[src/design/rv32i_pkg.sv]
// Shared widths, opcode map, instruction word views and class encoding
// for the RV32I decode stage. Imported by every design module.

package rv32i_pkg;

    // Data width and register file geometry
    localparam int xlen   = 32;
    localparam int nreg   = 32;
    localparam int reg_aw = $clog2(nreg);

    // Base opcode map, low two bits are always 11 for 32-bit encodings
    localparam logic [6:0] op_lui      = 7'b0110111;
    localparam logic [6:0] op_auipc    = 7'b0010111;
    localparam logic [6:0] op_jal      = 7'b1101111;
    localparam logic [6:0] op_jalr     = 7'b1100111;
    localparam logic [6:0] op_branch   = 7'b1100011;
    localparam logic [6:0] op_load     = 7'b0000011;
    localparam logic [6:0] op_store    = 7'b0100011;
    localparam logic [6:0] op_imm      = 7'b0010011;
    localparam logic [6:0] op_op       = 7'b0110011;
    localparam logic [6:0] op_misc_mem = 7'b0001111;
    localparam logic [6:0] op_system   = 7'b1110011;

    typedef struct packed {
        logic [6:0]        funct7;
        logic [reg_aw-1:0] rs2;
        logic [reg_aw-1:0] rs1;
        logic [2:0]        funct3;
        logic [reg_aw-1:0] rd;
        logic [6:0]        opcode;
    } r_fmt_t;

    typedef struct packed {
        logic [11:0]       imm_11_0;
        logic [reg_aw-1:0] rs1;
        logic [2:0]        funct3;
        logic [reg_aw-1:0] rd;
        logic [6:0]        opcode;
    } i_fmt_t;

    // Also carries the B format, with the bits shuffled by the decoder
    typedef struct packed {
        logic [6:0]        imm_11_5;
        logic [reg_aw-1:0] rs2;
        logic [reg_aw-1:0] rs1;
        logic [2:0]        funct3;
        logic [4:0]        imm_4_0;
        logic [6:0]        opcode;
    } s_fmt_t;

    // Also carries the J format
    typedef struct packed {
        logic [19:0]       imm_31_12;
        logic [reg_aw-1:0] rd;
        logic [6:0]        opcode;
    } u_fmt_t;

    typedef union packed {
        r_fmt_t          r_fmt;
        i_fmt_t          i_fmt;
        s_fmt_t          s_fmt;
        u_fmt_t          u_fmt;
        logic [xlen-1:0] raw;
    } inst_word_t;

    typedef enum logic [2:0] {
        cls_processing = 3'd0,
        cls_auipc      = 3'd1,
        cls_jal        = 3'd2,
        cls_jalr       = 3'd3,
        cls_branching  = 3'd4,
        cls_system     = 3'd5,
        cls_illegal    = 3'd6
    } inst_class_t;

endpackage

[src/design/rv32i_regfile.sv]
// 32 x 32 integer register file with two combinational read ports.
// A same-cycle write-back is forwarded to matching reads; x0 is zero.

`timescale 1ns/1ps
`default_nettype none

module rv32i_regfile (
    input  logic                           aclk,
    input  logic                           rst_n,
    input  logic                           wb_valid,
    input  logic [rv32i_pkg::reg_aw-1:0]   wb_rd,
    input  logic [rv32i_pkg::xlen-1:0]     wb_data,
    input  logic [rv32i_pkg::reg_aw-1:0]   rs1,
    input  logic [rv32i_pkg::reg_aw-1:0]   rs2,
    output logic [rv32i_pkg::xlen-1:0]     rs1_val,
    output logic [rv32i_pkg::xlen-1:0]     rs2_val
);

    import rv32i_pkg::*;

    // No storage for x0
    logic [xlen-1:0] regs [1:nreg-1];

    function automatic logic [xlen-1:0] read_port(input logic [reg_aw-1:0] addr);
        if (addr == '0) begin
            return '0;
        end else if (wb_valid && (wb_rd == addr)) begin
            return wb_data;
        end
        return regs[addr];
    endfunction

    always_ff @(posedge aclk or negedge rst_n) begin
        if (!rst_n) begin
            for (int i = 1; i < nreg; i++) begin
                regs[i] <= '0;
            end
        end else if (wb_valid && (wb_rd != '0)) begin
            regs[wb_rd] <= wb_data;
        end
    end

    always_comb begin
        rs1_val = read_port(rs1);
        rs2_val = read_port(rs2);
    end

    // A write-back to x1..x31 lands in storage at the edge it is sampled on
    assert property (@(posedge aclk) disable iff (!rst_n)
        (wb_valid && (wb_rd != '0)) |=> (regs[$past(wb_rd)] == $past(wb_data)))
        else $error("regfile: write-back did not land in storage");

endmodule

`resetall

[config.mk]
export PLATFORM = sky130hd
export DESIGN_NAME = rv32i_regfile
export DESIGN_NICKNAME = d
export VERILOG_FILES = /design/src/design/rv32i_pkg.sv /design/src/design/rv32i_regfile.sv
export SDC_FILE = /design/constraint.sdc
export NUM_CORES = 2
export LEC_CHECK = 0
export BUFFER_PORTS_ARGS = -buffer_cell sky130_fd_sc_hd__buf_2
export CORE_ASPECT_RATIO = 0.7
export CORE_MARGIN = 10
export CORE_UTILIZATION = 55
export CTS_CLUSTER_SIZE = 20
export DETAILED_ROUTE_END_ITERATION = 8
export PLACE_DENSITY = 0.74
export SLEW_MARGIN = 25
export SYNTH_ARGS = -nofsm -noshare
export SYNTH_HDL_FRONTEND = slang
export SYNTH_SLANG_ARGS = --single-unit
[constraint.sdc]
create_clock -name aclk -period 4.6 [get_ports aclk]
set_clock_uncertainty 0.2 [all_clocks]
set_input_delay 0.69 -clock aclk [delete_from_list [all_inputs] [get_ports aclk]]
set_output_delay 0.69 -clock aclk [all_outputs]
set_load 0.03 [all_outputs]
* Word level (Yosys, flattened, before mapping)
Cells that the tools add are included.
Storage, ports and cells: flip-flop bits (word level) 992, bits in latches 0, RAM bits 0, bits in read-only memories 0, word-level logic and storage cells 66, memories kept 0
Operators by class: $add $sub $neg 0, multiply operators 0, div/mod/pow operators 0, order comparisons 4, eq/ne operators 2, shift operators 0, mux-type cells 19, bitwise operators 3, reductions and logical operators 7
Operators by type and width (count):
- $bwmux 992 | 1
- $mux 32 | 11
- $bmux 32 s5 | 2
- $demux 32 s5 | 1
- $ge 6x6->1 const B | 3
- $not 5->6 | 3
- $eq 5x5->1 | 2
- $logic_not 5->1 | 2
- $lt 6x1->1 const B | 1
- $reduce_bool 5->1 | 1
- $logic_and 1x1->1 | 4
- $mux 1 | 4

* Longest topological paths before layout
word-level depth 6, mapped depth 9, gate-level depth less buffers 5

* Least setup slack after synthesis
No wires, ideal clock.
path kind input port to output port, start input port rs1[1] (netlist bit), end output port rs1_val[31] (netlist bit), data arrival time 2.810 ns, slack 0.900 ns, cell stages on the path 7, buffers on the path 4, path through buf_2 buf_4 buf_2 clkbuf_1 o311ai_0 nor3_1 o41ai_1
Between the ends: cells in the longest elaborated chain, start to end 5
Ends and longest elaborated chain:
- start: declaration | RTL line rv32i_regfile.sv:13 | input logic [rv32i_pkg::reg_aw-1:0] rs1,
- $not 5->6 (not written as such) / $eq 5x5->1 (equally long branches) | RTL line rv32i_regfile.sv:30, rv32i_regfile.sv:27
- $bmux 32 s5 / $logic_and 1x1->1 (equally long branches) | RTL line rv32i_regfile.sv:30, rv32i_regfile.sv:27
- $mux 32 (not written as such) / $mux 1 (equally long branches) | RTL line rv32i_regfile.sv:30, rv32i_regfile.sv:27
- $mux 32 (not written as such) / $mux 1 (equally long branches) | RTL line rv32i_regfile.sv:30, rv32i_regfile.sv:25
- $mux 32 * | RTL line rv32i_regfile.sv:30 | return regs[addr];
- end: declaration | RTL line rv32i_regfile.sv:15 | output logic [rv32i_pkg::xlen-1:0] rs1_val,
Mark *: on every way between the ends. The rest lies on a longest branch, timed or not. The select of a mux whose other input is x is not followed.

* Final worst setup path
start input port rs2[1] (netlist bit), end output port rs2_val[20] (netlist bit)
Between the ends: cells in the longest elaborated chain, start to end 5
Ends and longest elaborated chain:
- start: declaration | RTL line rv32i_regfile.sv:14 | input logic [rv32i_pkg::reg_aw-1:0] rs2,
- $not 5->6 (not written as such) / $eq 5x5->1 (equally long branches) | RTL line rv32i_regfile.sv:30, rv32i_regfile.sv:27
- $bmux 32 s5 / $logic_and 1x1->1 (equally long branches) | RTL line rv32i_regfile.sv:30, rv32i_regfile.sv:27
- $mux 32 (not written as such) / $mux 1 (equally long branches) | RTL line rv32i_regfile.sv:30, rv32i_regfile.sv:27
- $mux 32 (not written as such) / $mux 1 (equally long branches) | RTL line rv32i_regfile.sv:30, rv32i_regfile.sv:25
- $mux 32 * | RTL line rv32i_regfile.sv:30
- end: declaration | RTL line rv32i_regfile.sv:16 | output logic [rv32i_pkg::xlen-1:0] rs2_val
Marks and branches as above.

==> results.toml <==
[final_layout]
largest-register = "regs"
syn2layout_area_growth_pct = 9.85
drive_gt1_share_pct = 43.5
layout_commonest_cell = "mux2_2"
largest_reg_flops = 992
final_cell_mix = "mux2_2 (1036), dfrtp_1 (992), mux2i_1 (451), mux4_2 (215), o22ai_1 (162)"
fin_nets = 4152
reg.largest.list = "regs: 992 flops"

[timing]
setup_tns_ns = 0
tightest_slew_ns = 1.04
fin_ws_ns = 0.156
fin_crit_ns = 4.44
hold_viol = 0
drv_slew = 0
timing.final.crit_share_pct = 96.6
slew-limit-headroom_pct = 29.7
rsz0062_at_grt = "false"
max_clock_freq_ghz = 0.225
setup_viol = 0

[routing]
firstDrtPassIters = 8
routed_via_density = 6.97
wirelength_microns = 169000
drtIter0Drc = 4218
drc_errors = 0
vias = 38300
ant_nets = 0
wl_per_cell_microns = 30.7

[worst_setup_path]
worst_setup_path_end_kind = "output port"
worstPathMaxFanout = 32
path_class = "input pin to output port"
crit_buf_inv = 4
crit_path_frequent_cell = "buf_4"
critical_path_required_ns = 3.71
start_kind = "input pin"
slowest_stage = "o41ai_1"
arrival_ns = 3.55
critical_path.top_delay_family = "buffers and inverters"
crit_chain = "buf_4 -> buf_4 -> or2_4 -> nor4_1 -> o21bai_4 -> buf_12 -> o41ai_1 -> buf_2"
crit_path_max_incr_delay_ns = 0.97

[clock_tree]
cts_root_buf = "clkbuf_16"
clk-insertion-delay-late_ns = 0.70
cts.sinks = 992
cts_made_buffers = 93
htree_levels = 3
cts_tree = "yes"
cts.clk_slew.worst_paths_ns = 0.07
cts_buffer_depth = 3
cts_setup_buffers = 0

[global_route]
grt_pass1_wl_microns = 254000
grt_overflow = 0
antenna_found_initial = 8
grt_pass1_vias = 39000
track_usage_pct = 29.2
grt_max_degree = 112

[hold_path]
min_path_type = "input pin to flip-flop"

[synthesis]
synth-main-ff-cell = "dfrtp_1"
avgSynthCellArea_sq_um = 13.3
synth_nets = 4186
ys_types = 55
ys_seq_area_share_pct = 45.3
synth_edf_count = 0
synthArstFlopShare_pct = 100
synth_warnings = 0
ys_seq_elements = 992
syn_area_sq_um = 54900
synthCells = 4136

[floorplan]
num_rows = 96
dieArea_sq_um = 113000
start_util_pct = 55.7
die_x_microns = 397
ios = 114
coreArea_sq_um = 98500
die_h_microns = 284

[job]
cap_violations = 0

[pwr]
irDropWorstVdd_mv = 0.325
power-per-cell-area_nw_per_um2 = 424
p_leak_nw = 26.7

[placement]
port_buffers = 113
dp_worst_setup_slack_ns = 0.108
gp_congestion = 0.868
hpwl_microns = 102000

[outcome]
status = "complete, no violations"
cell families after synthesis:
family,Yosys count,synth area share (%)
XOR/XNOR,7,0.112
multiplexers,1722,38.9
AO/OA/AOI/OAI,471,7.02
AND/OR/NAND/NOR,499,4.37
flip-flops,992,45.3
buffers and inverters,445,4.37
routing by layer:
| layer | share of wire [%] | track usage [%] |
|---|---|---|
| met2 | 45 | 43.8 |
| met4 | 4.3 | 11.9 |
| met1 | 41 | 40.3 |
| met5 | 0.043 | 0 |
| met3 | 10 | 7.48 |
cell type report:
type | count | area [sq um]
clock buffers | 140 | 2810
multi-input cells | 2699 | 27900
fillers | 7685 | 38200
flip-flops and latches | 992 | 24800
inverters | 4 | 15.0
repair buffers | 312 | 2670
diodes | 2 | 5.00
well taps | 1323 | 1660
clock inverters | 27 | 394
metrics by stage:
step / hold WS [ns] / cells / area (sq um) / utilization [%] / power (W)
after floorplan: 0.194 / 4136 / 54900 / - / 0.0156
after global placement: 0.286 / 5329 / 57000 / 57.9 / 0.0170
after detailed placement: 0.305 / 5329 / 57000 / 57.9 / 0.0173
after CTS: 0.183 / 5497 / 60200 / 61.2 / 0.0255
after global routing: 0.185 / 5497 / 60300 / 61.2 / 0.0266
final: 0.216 / 5499 / 60300 / 61.2 / 0.0255
synth_stat cells, types with 15 or more instances:
library cell	instances	share of area (%)
mux2_2	1036	21
o221ai_1	31	0.49
nor3_1	123	1.1
dfrtp_1	992	45
buf_4	38	0.52
nand2_1	146	1.0
nor2_1	72	0.49
a2111oi_0	30	0.48
nor2b_1	79	0.90
nand2b_1	21	0.24
nand3_1	37	0.34
o21ai_0	22	0.20
a221oi_1	62	0.99
buf_2	118	1.1
buf_6	31	0.64
o22ai_1	162	1.8
mux4_2	215	8.8
mux2i_1	451	8.2
a211oi_1	59	0.81
mux2_1	15	0.31
o41ai_2	43	1.3
buf_1	59	0.40
o41ai_1	19	0.30
clkbuf_1	181	1.2
what timing repair did:
item,in CTS,in global routing
gates resized for setup,0,1
hold endpoints to repair,68,0
hold buffers,1,0
endpoints found under the setup margin,0,1
where the power goes:
part           switching [W]  total [W]  internal [W]
logic                0.00253    0.00552       0.00299
registers            0.00132     0.0118        0.0104
clock network        0.00350    0.00826       0.00476
path summary, 6_finish.rpt:
| check | start | end | slack (ns) | cells after the start |
|---|---|---|---|---|
| min in group asynchronous | rst_n | regs[14] | 0.46 | 2 |
| max in group asynchronous | rst_n | regs[775] | 2.56 | 3 |
| min reg2reg | regs[624] | regs[624] | 0.32 | 1 |
| min | wb_data[17] | regs[817] | 0.22 | 2 |
| max | rs2[1] | rs2_val[20] | 0.16 | 8 |
| max reg2reg | regs[622] | regs[622] | 3.58 | 1 |
Power figures use the tool's default switching activity.
